### config.mk
export PLATFORM = sky130hd
export DESIGN_NAME = rd_burst_splitter
export DESIGN_NICKNAME = d
export VERILOG_FILES = /design/src/common/npu_axi_master_pkg.sv /design/src/read_path/rd_burst_splitter.sv /design/src/hdl/sync_fifo.sv
export VERILOG_INCLUDE_DIRS = /design/src /design/src/common
export SDC_FILE = /design/constraint.sdc
export NUM_CORES = 1
export LEC_CHECK = 0
export BUFFER_PORTS_ARGS = -buffer_cell sky130_fd_sc_hd__buf_4
export CORE_MARGIN = 2
export CORE_UTILIZATION = 40
export DETAILED_ROUTE_END_ITERATION = 10
export PLACE_DENSITY = 0.64
export SYNTH_ARGS = -nofsm -noshare
export SYNTH_HDL_FRONTEND = slang
export SYNTH_SLANG_ARGS = --single-unit
### constraint.sdc
create_clock -name clk -period 7.7 [get_ports clk]
set_input_delay 1.54 -clock clk [delete_from_list [all_inputs] [get_ports clk]]
set_output_delay 1.54 -clock clk [all_outputs]
set_load 0.01 [all_outputs]
### src/common/npu_axi_master_config.svh
`ifndef NPU_AXI_MASTER_CONFIG_SVH
`define NPU_AXI_MASTER_CONFIG_SVH

//////////////////////////////
// Bus widths
//////////////////////////////
`define AXI_ADDR_W 32
`define AXI_DATA_W 64

// Request size counted in beats
`define TX_SIZE_W 10

//////////////////////////////
// Processing units
//////////////////////////////
`define NUM_PU 2
`define PU_ID_W 1

//////////////////////////////
// Bursts and queues
//////////////////////////////
`define MAX_BURST 16
// 16 beats of 8 bytes
`define BURST_BYTES 128

`define RD_Q_DEPTH_LOG 2
`define JOB_Q_DEPTH_LOG 4
`define WBUF_DEPTH_LOG 5
// Leaves room for beats already in flight
`define WBUF_ALMOST_FULL 24

`endif
### src/common/npu_axi_master_pkg.sv
`include "npu_axi_master_config.svh"

package npu_axi_master_pkg;

  //////////////////////////////
  // Scalar types
  //////////////////////////////
  typedef logic [`AXI_ADDR_W-1:0] addr_t;
  typedef logic [`AXI_DATA_W-1:0] data_t;
  typedef logic [`TX_SIZE_W-1:0]  tx_size_t;
  typedef logic [`PU_ID_W-1:0]    pu_id_t;
  typedef logic [3:0]             burst_len_t;
  typedef logic [`NUM_PU-1:0]     pu_mask_t;

  // One word per output buffer with unit 0 in the low slot
  typedef data_t [`NUM_PU-1:0] pu_data_t;

  //////////////////////////////
  // Request and channel structs
  //////////////////////////////
  typedef struct packed {
    addr_t    addr;
    tx_size_t size;
  } rd_req_t;

  typedef struct packed {
    pu_id_t   pu_id;
    addr_t    addr;
    tx_size_t size;
  } wr_req_t;

  // AR or AW command with len as beats minus one
  typedef struct packed {
    addr_t      addr;
    burst_len_t len;
  } ax_req_t;

  typedef struct packed {
    pu_id_t     pu_id;
    burst_len_t len;
  } burst_job_t;

  typedef struct packed {
    data_t data;
    logic  last;
  } w_beat_t;

  // Length field of the next burst for a nonzero beat count
  function automatic burst_len_t burst_len(input tx_size_t beats);
    if (beats >= tx_size_t'(`MAX_BURST))
      return burst_len_t'(`MAX_BURST - 1);
    return burst_len_t'(beats - tx_size_t'(1));
  endfunction

endpackage

### src/read_path/rd_burst_splitter.sv
`timescale 1ns/1ps
`include "npu_axi_master_config.svh"

module rd_burst_splitter
(
  input  logic                        clk,
  input  logic                        reset,
  input  logic                        rd_req,
  input  npu_axi_master_pkg::rd_req_t rd_info,
  output logic                        rd_ready,
  output npu_axi_master_pkg::ax_req_t ar,
  output logic                        ar_valid,
  input  logic                        ar_ready,
  input  npu_axi_master_pkg::data_t   r_data,
  input  logic                        r_valid,
  output logic                        r_ready,
  input  logic                        inbuf_full,
  output logic                        inbuf_push,
  output npu_axi_master_pkg::data_t   data_to_inbuf
);

  import npu_axi_master_pkg::*;

  rd_req_t    q_head;
  logic       q_full;
  logic       q_empty;
  logic       q_pop;
  tx_size_t   beats_left;
  addr_t      burst_addr;
  burst_len_t cur_len;
  logic       ar_done;

  //////////////////////////////
  // Request queue
  //////////////////////////////
  assign rd_ready = !q_full;

  sync_fifo #(
    .WIDTH     ($bits(rd_req_t)),
    .DEPTH_LOG (`RD_Q_DEPTH_LOG)
  ) i_req_q (
    .clk      (clk),
    .reset    (reset),
    .push     (rd_req && rd_ready),
    .data_in  (rd_info),
    .pop      (q_pop),
    .data_out (q_head),
    .full     (q_full),
    .empty    (q_empty),
    .count    ()
  );

  // Next request only once every burst of the current one is out
  assign q_pop = (beats_left == '0) && !q_empty;

  //////////////////////////////
  // AR bursts
  //////////////////////////////
  // beats_left holds the beats not yet accepted on AR, so it alone marks a pending burst
  assign cur_len  = burst_len(beats_left);
  assign ar_valid = (beats_left != '0);
  assign ar       = '{addr: burst_addr, len: cur_len};
  assign ar_done  = ar_valid && ar_ready;

  always_ff @(posedge clk)
  begin
    if (reset)
      beats_left <= '0;
    else if (q_pop)
      beats_left <= q_head.size;
    else if (ar_done)
      beats_left <= beats_left - (tx_size_t'(cur_len) + tx_size_t'(1));
  end

  // Running burst address
  always_ff @(posedge clk)
  begin
    if (q_pop)
      burst_addr <= q_head.addr;
    else if (ar_done)
      burst_addr <= burst_addr + addr_t'(`BURST_BYTES);
  end

  //////////////////////////////
  // R beats into the input buffer
  //////////////////////////////
  assign r_ready       = !inbuf_full;
  assign inbuf_push    = r_valid && r_ready;
  assign data_to_inbuf = r_data;

endmodule

### src/hdl/sync_fifo.sv
`timescale 1ns/1ps

module sync_fifo
#(
  parameter int WIDTH     = 8,
  parameter int DEPTH_LOG = 2
)
(
  input  logic               clk,
  input  logic               reset,
  input  logic               push,
  input  logic [WIDTH-1:0]   data_in,
  input  logic               pop,
  output logic [WIDTH-1:0]   data_out,
  output logic               full,
  output logic               empty,
  output logic [DEPTH_LOG:0] count
);

  logic [WIDTH-1:0]   mem [2**DEPTH_LOG];
  logic [DEPTH_LOG:0] wr_ptr;
  logic [DEPTH_LOG:0] rd_ptr;
  logic               do_push;
  logic               do_pop;

  // Extra pointer bit tells full from empty
  assign count = wr_ptr - rd_ptr;
  assign empty = (wr_ptr == rd_ptr);
  assign full  = (wr_ptr[DEPTH_LOG] != rd_ptr[DEPTH_LOG]) &&
                 (wr_ptr[DEPTH_LOG-1:0] == rd_ptr[DEPTH_LOG-1:0]);

  assign do_push = push && !full;
  assign do_pop  = pop && !empty;

  // Head entry shows on the output before any pop
  assign data_out = mem[rd_ptr[DEPTH_LOG-1:0]];

  always_ff @(posedge clk)
  begin
    if (do_push)
      mem[wr_ptr[DEPTH_LOG-1:0]] <= data_in;
  end

  always_ff @(posedge clk)
  begin
    if (reset)
    begin
      wr_ptr <= '0;
      rd_ptr <= '0;
    end
    else
    begin
      if (do_push)
        wr_ptr <= wr_ptr + 1'b1;
      if (do_pop)
        rd_ptr <= rd_ptr + 1'b1;
    end
  end

endmodule

* Word level (Yosys, flattened, before mapping)
Memories as Yosys holds them, arrays and structs flattened. A register that Yosys moved wholly into a read port is not among the register bits.
Index checks and enable logic that the tools add are counted.
** Operators by class
- Add/subtract/negate cells :: 6
- $lt $le $gt $ge :: 1
- Eq/ne operators :: 3
- Muxes and demuxes :: 11
- Reductions and logical operators :: 13
** Operators by type and width (number)
- 32-bit 2-to-1 mux :: 2
- 32-bit by 8-bit adder with 32-bit output, second input constant :: 1
- 10-bit 2-to-1 mux :: 2
- 10-bit by 5-bit greater-or-equal comparator with 1-bit output, second input constant :: 1
- 10-bit zero test :: 1
- 10-bit nonzero test :: 1
- 10-bit by 5-bit subtractor with 10-bit output :: 1
- 4-bit 2-to-1 mux :: 2
- 1-bit logical AND :: 7
- 3-bit by 1-bit adder with 3-bit output, second input constant :: 2
- 4-bit by 1-bit adder with 5-bit output, second input constant :: 1
- 2-bit 2-to-1 mux :: 2
- 4-bit by 1-bit subtractor with 4-bit output, second input constant :: 1
- 3-bit equality test :: 1
- 1-bit zero test :: 3
- 1-bit 2-to-1 mux :: 3
- 2-bit equality test :: 1
- 2-bit nonzero test :: 1
- 1-bit inequality test :: 1
** Word-level totals
- Bits in registers :: 48
- Memory bits (writable) :: 168
- Bits of input ports :: 112
- Logic and storage cells :: 39
- Memories kept :: 1
** Memory list
- i_req_q.mem :: depth 4, width 42, read ports 1, clocked after memory_dff 1, wr ports 1, line sync_fifo.sv:20 : logic [WIDTH-1:0] mem [2**DEPTH_LOG];

* Depth between registers and ports, before layout
- Depth after elaboration :: 7
- Depth in mapped cells :: 10
- Gate-level depth less buffers :: 10

* Cells and area by module
Synthesis repeated with hierarchy kept, for this count alone.
** Second synthesis, totals
- Cell total of the unflattened synthesis :: 620
- Area, all modules :: 9658.0 µm²
** By module, submodules not included
- sync_fifo :: times used 1, cells an instance 287, area each 6627.6 µm², seq. area each 5205.0 µm²
- rd_burst_splitter :: times used 1, cells an instance 333, area each 3030.4 µm², seq. area each 1161.1 µm²

* Worst setup path before layout
Ideal clock, no wire load.
- Kind :: input -> register
- Start point :: input port rd_req
- End point :: memory i_req_q.mem[3][0] in the netlist's numbering (enable)
- Data arrival time :: 3.013 ns
- Required time :: 7.295 ns
- Setup slack :: 4.282 ns
- Stages :: 3
- Path buffers :: 0
- Path through :: inv_1 a31oi_1 and2_1
** Between the ends
- Word-level cells in the longest chain between the ends :: 4
** RTL lines
- start, declared :: line rd_burst_splitter.sv:8 : input logic rd_req,
- 1-bit logical AND :: line rd_burst_splitter.sv:44 : .push (rd_req && rd_ready),
- 1-bit logical AND :: line sync_fifo.sv:32 : assign do_push = push && !full;
- 1-bit 2-to-1 mux :: line sync_fifo.sv:40 : if (do_push)
- 1-bit 2-to-1 mux (implied by the code) :: line sync_fifo.sv:41 : mem[wr_ptr[DEPTH_LOG-1:0]] <= data_in;
- end, declared :: line sync_fifo.sv:20
No other way between the ends.

==> flow_metrics.env <==
export IMPL_status="finished, final reports clean"
export IMPL_hold_viol_final=0
export IMPL_rows=56
export IMPL_fin_crit_ps=3670
export IMPL_globalplace_congestion=0.782
export IMPL_nNetsFinal=743
export IMPL_syn_inst=588
export IMPL_setup_viol=0
export IMPL_ys_seq_area_frac=0.675
export IMPL_cts_root_buf="clkbuf_16"
export IMPL_cp_required_ps=6160
export IMPL_die_y_um=158
export IMPL_cts_hold_buf=0
export IMPL_highest_layer="met4"
export IMPL_start_kind="register"
export IMPL_crit_cells=5
export IMPL_firstDrtPassIters=4
export IMPL_grt_pass1_vias=4957
export IMPL_avgSynthCellArea_sq_um=16.0
export IMPL_drc_errors=0
export IMPL_synthesis_area_sq_um=9440
export IMPL_r2r_start="beats_left[4]"
export IMPL_numCtsBuffers=22
export IMPL_seq_area_sq_um=6370
export IMPL_syn_nets=710
export IMPL_rsz0062_at_grt="false"
export IMPL_max_cap_viol_count=0
export IMPL_hold_path_class="register to register"
export IMPL_vias=4903
export IMPL_start_util=0.404
export IMPL_worst_pin_slew_ps=1160
export IMPL_cts_tree="built"
export IMPL_layout_drive_gt1_share=0.305
export IMPL_total_power_w=0.00376
export IMPL_clk_pin_slew_ps=60
export IMPL_grt_pass1_wl_mm=30.7
export IMPL_multi_input_area_sq_um=2440
export IMPL_critPathSlowestCell="or4_4"
export IMPL_antenna_found_initial=0
export IMPL_vias_per_cell=5.13
export IMPL_hpwl_mm=13.9
export IMPL_hold_path_depth=2
export IMPL_nFillCells=1985
export IMPL_crit_fanout=8
export IMPL_drtAntennaViolNets=0
export IMPL_diodes=0
export IMPL_reg2reg_slack_ps=5080
export IMPL_grt_max_degree=69
export IMPL_ff2ff_path_depth=8
export IMPL_critical_path_max_stage_delay_ps=590
export IMPL_crit_type="register to output port"
export IMPL_fin_tns_setup_ps=0
export IMPL_synth_cell_types=48
export IMPL_worst_path_buf_inv=2
export IMPL_clkLatencyLatePin_ps=510
export IMPL_synth_ff_type="edfxtp_1"
export IMPL_synth_edf_count=200
export IMPL_grt_ovfl_total=0
export IMPL_cp_end_kind="output port"
export IMPL_yosysWarnings=0
export IMPL_cp_endpoint="ar[3]"
export IMPL_cts_setup_buffers=0
export IMPL_core_area_sq_um=23300
export IMPL_drt_total_wl_mm=20.9
export IMPL_cts_max_path_buffers=3
export IMPL_finClkSkew_ps=17.1
export IMPL_m1WireLength_mm=7.38
export IMPL_powerDensity_nw_per_um2=353
export IMPL_grt_usage=0.169
export IMPL_wl_met3_mm=1.42
export IMPL_ys_ff_latch=218
export IMPL_finalMaxSlewViolations=0
export IMPL_r2r_end="beats_left[6]"
export IMPL_io_buffers=87
export IMPL_cp_startpoint="beats_left[4]"
export IMPL_slew_headroom=0.226
export IMPL_area_growth_pct=13.0
export IMPL_cellLeakagePower_nw=3.52
export IMPL_ios=216
export IMPL_wl_met2_mm=11.0
export IMPL_die_area_sq_um=24800
export IMPL_fmax_mhz=272
export IMPL_cts_repair_resized=0
export IMPL_htreeDepth=1
export IMPL_crit_chain="or4_4 > nor3_4 > and2_1 > inv_1 > buf_4"
export IMPL_post_route_period_util=0.477
export IMPL_wl_per_cell_um=21.9
export IMPL_die_w_um=158
export IMPL_critPathArrivalTime_ps=2130
export IMPL_clock_sinks=218
export IMPL_async_reset_ff_frac=0
export IMPL_detail_route_iter0_violations=462
export IMPL_cp_top_family="simple AND/OR/NAND/NOR gates"
export IMPL_peakVddDrop_v=0.000183
-- registers in the layout (all words and copies together) (netlist names), named ones only --
signal          flops
i_req_q.mem       168
burst_addr         32
beats_left         10
i_req_q.rd_ptr      3
i_req_q.wr_ptr      3
-- metrics by stage --
stage	utilization	cell area [sq um]	worst slack [ps]	std cells	hold WS (ps)
final	0.457	10700	4030	956	545
after global routing	0.457	10700	3920	956	566
after CTS	0.457	10700	4020	956	555
after detailed placement	0.427	9960	4240	916	511
after global placement	0.427	9960	4240	916	498
after floorplan	-	9440	4280	588	480
-- cell usage in the layout, fill, tap and decap left out, types with 7 or more instances in the layout --
cell type and n:
ha_1 10, a21oi_1 13, inv_1 12, mux4_2 42
nor2_1 19, xor2_1 20, nand2_1 47, edfxtp_1 200
o21ai_1 7, xnor2_1 16, nand3_1 13, dfxtp_1 16
buf_4 93, clkbuf_16 23, o21ai_0 23, and2_1 9
-- worst min-delay path by stage --
stage                      start       end  slack, ps
2_1_floorplan  i_req_q.rd_ptr[1]  register        480
3_3_place_gp   i_req_q.rd_ptr[1]  register        500
3_5_place_dp   i_req_q.rd_ptr[1]  register        510
4_1_cts        i_req_q.rd_ptr[1]  register        550
5_1_grt        i_req_q.rd_ptr[1]  register        570
6_report       i_req_q.rd_ptr[1]  register        550
-- metal layers --
layer	track usage	up-vias
li1	-	2234
met1	0.193	2424
met2	0.300	162
met3	0.0266	83
met4	0.0978	0
met5	0	-
-- report_power, final --
part | switching, W | internal [W]
Clock | 0.000432 | 0.000581
Sequential | 0.000164 | 0.00152
Combinational | 0.000579 | 0.000481
Total | 0.00117 | 0.00259
-- cell type report --
| cell class | count | share of cell area |
|---|---|---|
| inverters | 13 | 0.00505 |
| multi-input cells | 273 | 0.229 |
| well taps | 319 | 0.0374 |
| flip-flops and latches | 218 | 0.597 |
| clock buffers | 30 | 0.0595 |
| clock inverters | 10 | 0.00634 |
| repair buffers | 93 | 0.0655 |
-- cells in the mapped netlist, types with 3 or more instances --
master	instances	area, sq um
a21oi_1	13	65.1
a31oi_1	5	31.3
and2_1	13	81.3
buf_2	8	40.0
buf_4	66	495
clkbuf_1	8	30.0
dfxtp_1	18	360
edfxtp_1	200	6010
ha_1	10	125
inv_1	12	45.0
mux4_2	42	946
nand2_1	47	176
nand3_1	13	65.1
nand4_1	5	31.3
nor2_1	19	71.3
nor3_1	4	20.0
nor4_4	3	63.8
o211ai_1	3	22.5
o21ai_0	23	115
o21ai_1	7	35.0
xnor2_1	16	140
xor2_1	20	175
-- logic make-up after synthesis --
family                     synth area share
adders and majority gates            0.0133
DFF                                   0.675
AOI/OAI and AO/OA                    0.0407
xor gates and xnor gates             0.0334
and+or+nand+nor                      0.0704
buffers and inverters                0.0672
muxes                                 0.100
-- worst min-delay path, cell delays in order, from the launching register on --
cell and delay (ps):
dfxtp_1 340, nand2_1 70, a21oi_1 80
No activity file was read; power rests on OpenSTA's default activity.
