$ cat config.mk
export PLATFORM = sky130hd
export DESIGN_NAME = wr_data_mover
export DESIGN_NICKNAME = d
export VERILOG_FILES = /design/src/common/npu_axi_master_pkg.sv /design/src/write_path/wr_data_mover.sv /design/src/hdl/sync_fifo.sv
export VERILOG_INCLUDE_DIRS = /design/src /design/src/common
export SDC_FILE = /design/constraint.sdc
export NUM_CORES = 2
export LEC_CHECK = 0
export BUFFER_PORTS_ARGS = -buffer_cell sky130_fd_sc_hd__buf_4
export CORE_MARGIN = 8
export CORE_UTILIZATION = 45
export CTS_CLUSTER_DIAMETER = 100
export DETAILED_ROUTE_END_ITERATION = 12
export PLACE_DENSITY = 0.61
export SYNTH_ARGS = -nofsm -noshare
export SYNTH_HDL_FRONTEND = slang
export SYNTH_SLANG_ARGS = --single-unit
$ cat constraint.sdc
create_clock -name clk -period 9.29 [get_ports clk]
set_input_delay 0.4645 -clock clk [delete_from_list [all_inputs] [get_ports clk]]
set_output_delay 0.4645 -clock clk [all_outputs]
set_load 0.05 [all_outputs]
$ cat src/common/npu_axi_master_config.svh
`ifndef NPU_AXI_MASTER_CONFIG_SVH
`define NPU_AXI_MASTER_CONFIG_SVH

//////////////////////////////
// Bus widths
//////////////////////////////
`define AXI_ADDR_W 32
`define AXI_DATA_W 64

// Request size counted in beats
`define TX_SIZE_W 10

//////////////////////////////
// Processing units
//////////////////////////////
`define NUM_PU 2
`define PU_ID_W 1

//////////////////////////////
// Bursts and queues
//////////////////////////////
`define MAX_BURST 16
// 16 beats of 8 bytes
`define BURST_BYTES 128

`define RD_Q_DEPTH_LOG 2
`define JOB_Q_DEPTH_LOG 4
`define WBUF_DEPTH_LOG 5
// Leaves room for beats already in flight
`define WBUF_ALMOST_FULL 24

`endif
$ cat src/common/npu_axi_master_pkg.sv
`include "npu_axi_master_config.svh"

package npu_axi_master_pkg;

  //////////////////////////////
  // Scalar types
  //////////////////////////////
  typedef logic [`AXI_ADDR_W-1:0] addr_t;
  typedef logic [`AXI_DATA_W-1:0] data_t;
  typedef logic [`TX_SIZE_W-1:0]  tx_size_t;
  typedef logic [`PU_ID_W-1:0]    pu_id_t;
  typedef logic [3:0]             burst_len_t;
  typedef logic [`NUM_PU-1:0]     pu_mask_t;

  // One word per output buffer with unit 0 in the low slot
  typedef data_t [`NUM_PU-1:0] pu_data_t;

  //////////////////////////////
  // Request and channel structs
  //////////////////////////////
  typedef struct packed {
    addr_t    addr;
    tx_size_t size;
  } rd_req_t;

  typedef struct packed {
    pu_id_t   pu_id;
    addr_t    addr;
    tx_size_t size;
  } wr_req_t;

  // AR or AW command with len as beats minus one
  typedef struct packed {
    addr_t      addr;
    burst_len_t len;
  } ax_req_t;

  typedef struct packed {
    pu_id_t     pu_id;
    burst_len_t len;
  } burst_job_t;

  typedef struct packed {
    data_t data;
    logic  last;
  } w_beat_t;

  // Length field of the next burst for a nonzero beat count
  function automatic burst_len_t burst_len(input tx_size_t beats);
    if (beats >= tx_size_t'(`MAX_BURST))
      return burst_len_t'(`MAX_BURST - 1);
    return burst_len_t'(beats - tx_size_t'(1));
  endfunction

endpackage

$ cat src/write_path/wr_data_mover.sv
`timescale 1ns/1ps
`include "npu_axi_master_config.svh"

module wr_data_mover
(
  input  logic                           clk,
  input  logic                           reset,
  input  npu_axi_master_pkg::burst_job_t job,
  input  logic                           job_push,
  output logic                           job_full,
  input  npu_axi_master_pkg::pu_mask_t   outbuf_empty,
  output npu_axi_master_pkg::pu_mask_t   outbuf_pop,
  input  npu_axi_master_pkg::pu_data_t   data_from_outbuf,
  output npu_axi_master_pkg::w_beat_t    w,
  output logic                           w_valid,
  input  logic                           w_ready,
  output logic                           idle
);

  import npu_axi_master_pkg::*;

  localparam logic [`WBUF_DEPTH_LOG:0] ALMOST_FULL = `WBUF_ALMOST_FULL;

  burst_job_t                cur_job;
  logic                      jq_empty;
  logic                      jq_pop;
  burst_len_t                beat_cnt;
  logic                      beat_last;
  logic                      rd_en;
  logic                      pop_d;
  pu_id_t                    pu_d;
  logic                      last_d;
  w_beat_t                   wbuf_in;
  logic                      wbuf_empty;
  logic [`WBUF_DEPTH_LOG:0]  wbuf_count;

  //////////////////////////////
  // Job queue, one entry per AW burst
  //////////////////////////////
  sync_fifo #(
    .WIDTH     ($bits(burst_job_t)),
    .DEPTH_LOG (`JOB_Q_DEPTH_LOG)
  ) i_job_q (
    .clk      (clk),
    .reset    (reset),
    .push     (job_push),
    .data_in  (job),
    .pop      (jq_pop),
    .data_out (cur_job),
    .full     (job_full),
    .empty    (jq_empty),
    .count    ()
  );

  //////////////////////////////
  // Output buffer reader
  //////////////////////////////
  // Stall on a nearly full write buffer or an empty source
  assign rd_en = !jq_empty && (wbuf_count < ALMOST_FULL) && !outbuf_empty[cur_job.pu_id];

  assign beat_last = (beat_cnt == cur_job.len);
  assign jq_pop    = rd_en && beat_last;

  always_comb
  begin
    outbuf_pop = '0;
    if (rd_en)
      outbuf_pop[cur_job.pu_id] = 1'b1;
  end

  always_ff @(posedge clk)
  begin
    if (reset)
      beat_cnt <= '0;
    else if (rd_en)
      beat_cnt <= beat_last ? '0 : beat_cnt + 1'b1;
  end

  // Word returns one cycle after its pop
  always_ff @(posedge clk)
  begin
    if (reset)
      pop_d <= 1'b0;
    else
      pop_d <= rd_en;
  end

  always_ff @(posedge clk)
  begin
    pu_d   <= cur_job.pu_id;
    last_d <= beat_last;
  end

  //////////////////////////////
  // Write buffer feeding W
  //////////////////////////////
  assign wbuf_in = '{data: data_from_outbuf[pu_d], last: last_d};

  sync_fifo #(
    .WIDTH     ($bits(w_beat_t)),
    .DEPTH_LOG (`WBUF_DEPTH_LOG)
  ) i_wbuf (
    .clk      (clk),
    .reset    (reset),
    .push     (pop_d),
    .data_in  (wbuf_in),
    .pop      (w_valid && w_ready),
    .data_out (w),
    .full     (),
    .empty    (wbuf_empty),
    .count    (wbuf_count)
  );

  assign w_valid = !wbuf_empty;

  // Nothing queued, buffered or in flight
  assign idle = jq_empty && wbuf_empty && !pop_d;

endmodule

$ cat src/hdl/sync_fifo.sv
`timescale 1ns/1ps

module sync_fifo
#(
  parameter int WIDTH     = 8,
  parameter int DEPTH_LOG = 2
)
(
  input  logic               clk,
  input  logic               reset,
  input  logic               push,
  input  logic [WIDTH-1:0]   data_in,
  input  logic               pop,
  output logic [WIDTH-1:0]   data_out,
  output logic               full,
  output logic               empty,
  output logic [DEPTH_LOG:0] count
);

  logic [WIDTH-1:0]   mem [2**DEPTH_LOG];
  logic [DEPTH_LOG:0] wr_ptr;
  logic [DEPTH_LOG:0] rd_ptr;
  logic               do_push;
  logic               do_pop;

  // Extra pointer bit tells full from empty
  assign count = wr_ptr - rd_ptr;
  assign empty = (wr_ptr == rd_ptr);
  assign full  = (wr_ptr[DEPTH_LOG] != rd_ptr[DEPTH_LOG]) &&
                 (wr_ptr[DEPTH_LOG-1:0] == rd_ptr[DEPTH_LOG-1:0]);

  assign do_push = push && !full;
  assign do_pop  = pop && !empty;

  // Head entry shows on the output before any pop
  assign data_out = mem[rd_ptr[DEPTH_LOG-1:0]];

  always_ff @(posedge clk)
  begin
    if (do_push)
      mem[wr_ptr[DEPTH_LOG-1:0]] <= data_in;
  end

  always_ff @(posedge clk)
  begin
    if (reset)
    begin
      wr_ptr <= '0;
      rd_ptr <= '0;
    end
    else
    begin
      if (do_push)
        wr_ptr <= wr_ptr + 1'b1;
      if (do_pop)
        rd_ptr <= rd_ptr + 1'b1;
    end
  end

endmodule

## Yosys cells after proc, flatten, opt, wreduce, memory -nomap -nowiden

Memory sizes are Yosys's and may differ from the RTL's. A register that Yosys moved wholly into a read port is not among the register bits.
Cells that the tools add are included.

| word-level totals | value |
|---|---|
| input bits | 139 |
| memory bits (writable) | 2160 |
| word-level logic and storage cells | 62 |
| output and inout bits | 70 |
| memories kept | 2 |
| register bits after elaboration | 29 |

| operators by class | value |
|---|---|
| equality and inequality tests | 7 |
| mux-type cells | 16 |
| $add $sub $neg | 6 |
| reduce and logical (&&, ||, !) cells | 19 |
| magnitude comparators | 4 |

Memories:

| name | words | width | read ports | clocked after Yosys merged registers in | wr ports | line | text |
|---|---|---|---|---|---|---|---|
| i_wbuf.mem | 32 | 65 | 1 | 1 | 1 | sync_fifo.sv:20 | `logic [WIDTH-1:0] mem [2**DEPTH_LOG];` |
| i_job_q.mem | 16 | 5 | 1 | 1 | 1 | sync_fifo.sv:20 |  |

Operators with widths:

| kind | count |
|---|---|
| 64-bit 2-to-1 mux | 2 |
| 1-bit logical AND | 13 |
| 6-bit by 1-bit adder with 6-bit output, second input constant | 2 |
| 4-bit 2-to-1 mux | 3 |
| 5-bit by 1-bit adder with 5-bit output, second input constant | 2 |
| 5-bit == test | 2 |
| 5-bit 2-to-1 mux | 2 |
| 4-bit == test | 2 |
| 1-bit 2-to-1 mux | 7 |
| 6-bit == test | 1 |
| 1-bit zero test | 6 |
| 6-bit by 5-bit less-than comparator with 1-bit output, second input constant | 1 |
| 6-bit subtractor | 1 |
| 4-bit by 1-bit adder with 4-bit output, second input constant | 1 |
| 1-bit by 2-bit less-than comparator with 1-bit output, second input constant | 2 |
| 2-bit 2-to-1 mux | 1 |
| 1-bit inequality test | 2 |
| 1-bit demux with 1-bit select | 1 |
| 1-bit greater-or-equal comparator, second input constant | 1 |

## Logic depth before layout (Yosys ltp)

| logic depth | value |
|---|---|
| depth after elaboration | 8 |
| depth in mapped cells | 11 |
| depth with buffers taken out | 9 |

## Hierarchy

Synthesis repeated with hierarchy kept, for this count alone.

| unflattened totals | value |
|---|---|
| cells, all modules | 4129 |
| area total of the unflattened synthesis | 85169.2 sq um |

Modules (own cells, without submodules):

| module | sequential area each (sq um) | area each (sq um) | cells each | times used |
|---|---|---|---|---|
| sync_fifo at i_wbuf | 62800.2 | 80163.1 | 3782 | 1 |
| sync_fifo at i_job_q | 2682.6 | 3867.5 | 233 | 1 |
| wr_data_mover | 140.1 | 1138.6 | 114 | 1 |

## Worst setup path after synthesis

No wires, ideal clock.

| timing path | value |
|---|---|
| path kind | register -> register |
| from | reg i_wbuf.rd_ptr[3] |
| to | mem i_wbuf.mem[31][0] (netlist bit) (enable) |
| path slack | 4473 ps |
| clock period less this slack | 4817 ps |
| stages on the path, launching flop included | 9 |
| required time | 8801 ps |
| path buffers | 1 |
| library setup time | 489 ps |
| arrival time | 4328 ps |
| path through | dfxtp_1 inv_1 ha_1 and3_1 nand3_1 o21a_1 clkbuf_1 nand2_1 nor2_1 |

| on the way | value |
|---|---|
| word-level cells in the longest chain between the ends | 6 |

RTL lines:

| element | line | text |
|---|---|---|
| start: declaration | sync_fifo.sv:22 | `logic [DEPTH_LOG:0] rd_ptr;` |
| start signal: assignment | sync_fifo.sv:56 | `rd_ptr <= rd_ptr + 1'b1;` |
| 5-bit == test | sync_fifo.sv:30 | `(wr_ptr[DEPTH_LOG-1:0] == rd_ptr[DEPTH_LOG-1:0]);` |
| 1-bit logical AND | sync_fifo.sv:29 | `assign full = (wr_ptr[DEPTH_LOG] != rd_ptr[DEPTH_LOG]) &&` |
| 1-bit zero test | sync_fifo.sv:32 | `assign do_push = push && !full;` |
| 1-bit logical AND | sync_fifo.sv:32 |  |
| 1-bit 2-to-1 mux | sync_fifo.sv:40 | `if (do_push)` |
| 1-bit 2-to-1 mux (not written as such) | sync_fifo.sv:41 | `mem[wr_ptr[DEPTH_LOG-1:0]] <= data_in;` |
| end: declaration | sync_fifo.sv:20 |  |

No other way between the ends.

==> summary.txt <==
Timing
  • RSZ-0062 raised after global routing: no
  • Max Clock Skew: 0.04891 ns
  • Headroom to the max-slew limit: a little over a fifth
  • Final period utilization: ~55%
  • Final setup fails: 0
  • Max Clock Freq: 195.6 MHz
  • Min Tclk post-route: 5.111 ns
  • Setup_tns: 0 ns
  • Final Max Tran Viols: 0
  • Final Hold Fails: 0
  • Worst-Margin Slew: 1.181 ns

Die
  • Die footprint: 201600 sq um
  • Row Count: 159
  • Initial Util: 45.12%
  • Die width: 449 um
  • Core area: 187000 sq um
  • Die height: roughly 450 um
  • # IOs: 209

Layout
  • Layout cell share with drive strength beyond 1: 36.42%
  • ANT cells: 0
  • Area grow syn2layout: 14.14%
  • Non-filler instance count after layout: 6438
  • Final Cell Area: 96300 sq um
  • Nets@finish: ~3900

Drt
  • Vias per inst: 5.916
  • Post-DRT Antenna Nets: 0
  • Starting DRT DRC Count: roughly 3700
  • Drt drc: 0
  • Via count: 38085
  • Routed WL: around 200 mm
  • Wire length per cell: 31.32 um
  • Drt first pass iters: 7

CTS
  • Total clock sinks: 2198
  • H-tree Lvls: 4
  • Worst skew pair latency: 0.85 ns
  • Num CTS Buffers: 216
  • Clock input transition at the sequential cells of the worst setup and hold paths: 0.06 ns
  • Post-cts gate resize count: 0
  • Post-CTS setup buffer count: 0
  • CTS tree: done
  • CTS Root Cell: clkbuf_16
  • Max Root-Sink Buffers: 3

Global routing
  • Met2 Use GR: 32.37%
  • GRT Residual Overflow: 0
  • First-pass GRT wire length: about 290 mm
  • Total track usage: 19.72%
  • Met3 Use GR: 3.262%
  • GR Util met1: 28.21%
  • Gr busiest metal: met2
  • Initial antenna violation count: 1
  • Largest net degree at the start of global routing: 124
  • Vias in the first global route: 39623

Worst setup path
  • Worst Path Buf+Inv: 3
  • Crit Path Class: reg -> out
  • CP endpoint kind: primary output
  • R2R Setup Slk: approximately 5 ns
  • Startpoint Class: register
  • Crit path arrival time: 4.65 ns
  • Critical-path top delay cell: buf_4
  • Worst path required time: between 8 and 9 ns
  • Most common cell on crit path: buf_4
  • Crit-path leading delay family: buffers and inverters
  • Crit-path cells: buf_4 -> buf_4 -> mux4_2 -> mux4_2 -> mux2_2 -> buf_4
  • CP peak stage delay: between 0.9 and 1 ns
  • Peak fanout along the critical path: between 70 and 80

Power and ir drop
  • Leakage: just under 30 nW
  • Overall power: approximately 21 mW
  • Maximum vdd drop: 0.1837 mV
  • Reg power frac: between 50% and 60%
  • Clock power share: between 40% and 50%
  • Switching part of the total power: 21.95%
  • Combinational fraction of design power: 8.2%
  • Sw power: 4.690 mW
  • Pwr dens: 221.9 nW/um^2
  • Internal power component: 16.68 mW

Logic synthesis
  • Yosys warns: 0
  • Syn Inst Count: 3422
  • Synth top area cells: edfxtp_1 77%, mux4_2 18%, mux2_2 1.8%, dfxtp_1 0.90%, clkbuf_1 0.54%
  • Synth top area share: 76.88%
  • Synth Cell Area: between 80000 and 90000 sq um
  • Area leader, netlist: edfxtp_1
  • Sequential share of the synthesized area: 77.78%
  • Synth cell types: 40
  • Synth Register Bits: 2198
  • Net Count, Synth: approximately 3600
  • Syn_area_per_cell: 24.66 sq um

Job
  • MaxCap Viol Count: 0

Placed design
  • GP Congestion: about 0.72
  • Port-buffer cells: approximately 210
  • Cell area after placement: 89320 sq um
  • DP Wirelength: 103.1 mm
  • # placed instances: 6028

Min path
  • Hold Crit Class: in -> reg

Run status
  • Status: complete, no violations
==> cell usage after synthesis <==
cell type,instances
o21a_1,1
nand3b_1,3
buf_6,2
nand2_1,20
or4_4,1
a221o_1,1
o211a_1,1
nand2b_1,5
mux2_2,133
a32oi_1,1
o21ai_0,5
buf_1,54
mux4_1,4
nand4_1,7
o211ai_1,1
nor4b_1,2
mux2i_1,11
or3_1,5
dfxtp_1,38
or3b_2,1
xor2_1,18
and3_1,3
nor2b_1,3
or2_2,3
nand4b_1,1
clkbuf_1,122
o31ai_1,1
buf_2,2
or4_1,1
mux4_2,667
edfxtp_1,2160
inv_1,15
nor3_1,8
nor2_1,70
a21oi_1,17
nor4_1,2
and2_1,2
nand3_1,8
xnor2_1,7
ha_1,16
==> power by group through the flow <==
stage / sequential (mW) / combinational (mW) / clock, mW
6_report: 11.1 / 1.75 / 8.54
5_1_grt: 11.1 / 1.88 / 9.09
4_1_cts: 11.1 / 1.80 / 8.70
3_5_place_dp: 11.3 / 1.79 / 0
3_3_place_gp: 11.3 / 1.77 / 0
2_1_floorplan: 11.3 / 1.29 / 0
==> cell families after synthesis <==
kind of cell	share of synthesized area, %
mux	19.84
compound gates	0.1913
flops	77.78
buf+inv	0.8883
xor+xnor	0.2595
fa+ha+maj	0.2373
simple gates	0.8082
==> cell usage in the layout (no fill, tap or decap), types with 19 or more instances in the layout <==
cell,synthesis,final
buf_4,0,285
bufinv_16,0,19
clkbuf_1,122,47
clkbuf_16,0,219
clkinv_1,0,55
clkinv_2,0,44
dfxtp_1,38,32
edfxtp_1,2160,2160
mux2_2,133,133
mux4_2,667,667
nand2_1,20,20
nor2_1,70,39
nor2_4,0,31
==> routing by layer <==
layer  wire [um]  up-vias
met4        3546        0
met1       85320    21017
met3       12200      242
met2      100600     1347
met5           0        -
li1            -    15479
==> final timing paths <==
check                                          end             start  cells after the start
worst max-delay path                         w[38]          register                      6
worst min-delay path             i_job_q.wr_ptr[0]          job_push                      4
worst max register to register  i_wbuf.mem[26][37]  i_wbuf.wr_ptr[3]                      8
worst min register to register    i_wbuf.wr_ptr[5]  i_wbuf.wr_ptr[5]                      2
==> cell type report <==
class	count	area (sq um)
Clock buffer	266	5657
Inverter	15	61.31
Clock inverter	138	1266
Fill cell	14457	90700
Sequential cell	2198	65650
Multi-Input combinational cell	1029	18230
Tap cell	2495	3122
Timing Repair Buffer	297	2320
==> stage by stage <==
step	hold slack, ns	utilization, %	setup WS [ns]
3_3_place_gp	0.4953	47.76	4.972
6_report	0.2280	51.50	4.179
4_1_cts	0.1345	51.50	4.049
5_1_grt	0.2230	51.50	3.881
2_1_floorplan	0.4697	-	4.473
3_5_place_dp	0.5108	47.76	4.935
==> worst min-delay path: cells and delay by family <==
family	cells	cell delay, ns
simple gates	2	0.38
xor+xnor	1	0.11
buf+inv	1	0.08
==> what timing repair did <==
action | 4_1_cts | 5_1_grt
hold buffers | 6 | 0
endpoints found under the setup margin | 0 | 0
endpoints found under the hold margin | 92 | 0
==> registers in the layout, indices dropped and copies added (netlist names), named ones only <==
signal and flops:
i_wbuf.mem 2080, i_job_q.mem 80, i_wbuf.rd_ptr 6, i_wbuf.wr_ptr 6, i_job_q.rd_ptr 5, i_job_q.wr_ptr 5, beat_cnt 4, last_d 1
pop_d 1, pu_d 1
(Power assumes the default switching activity.)
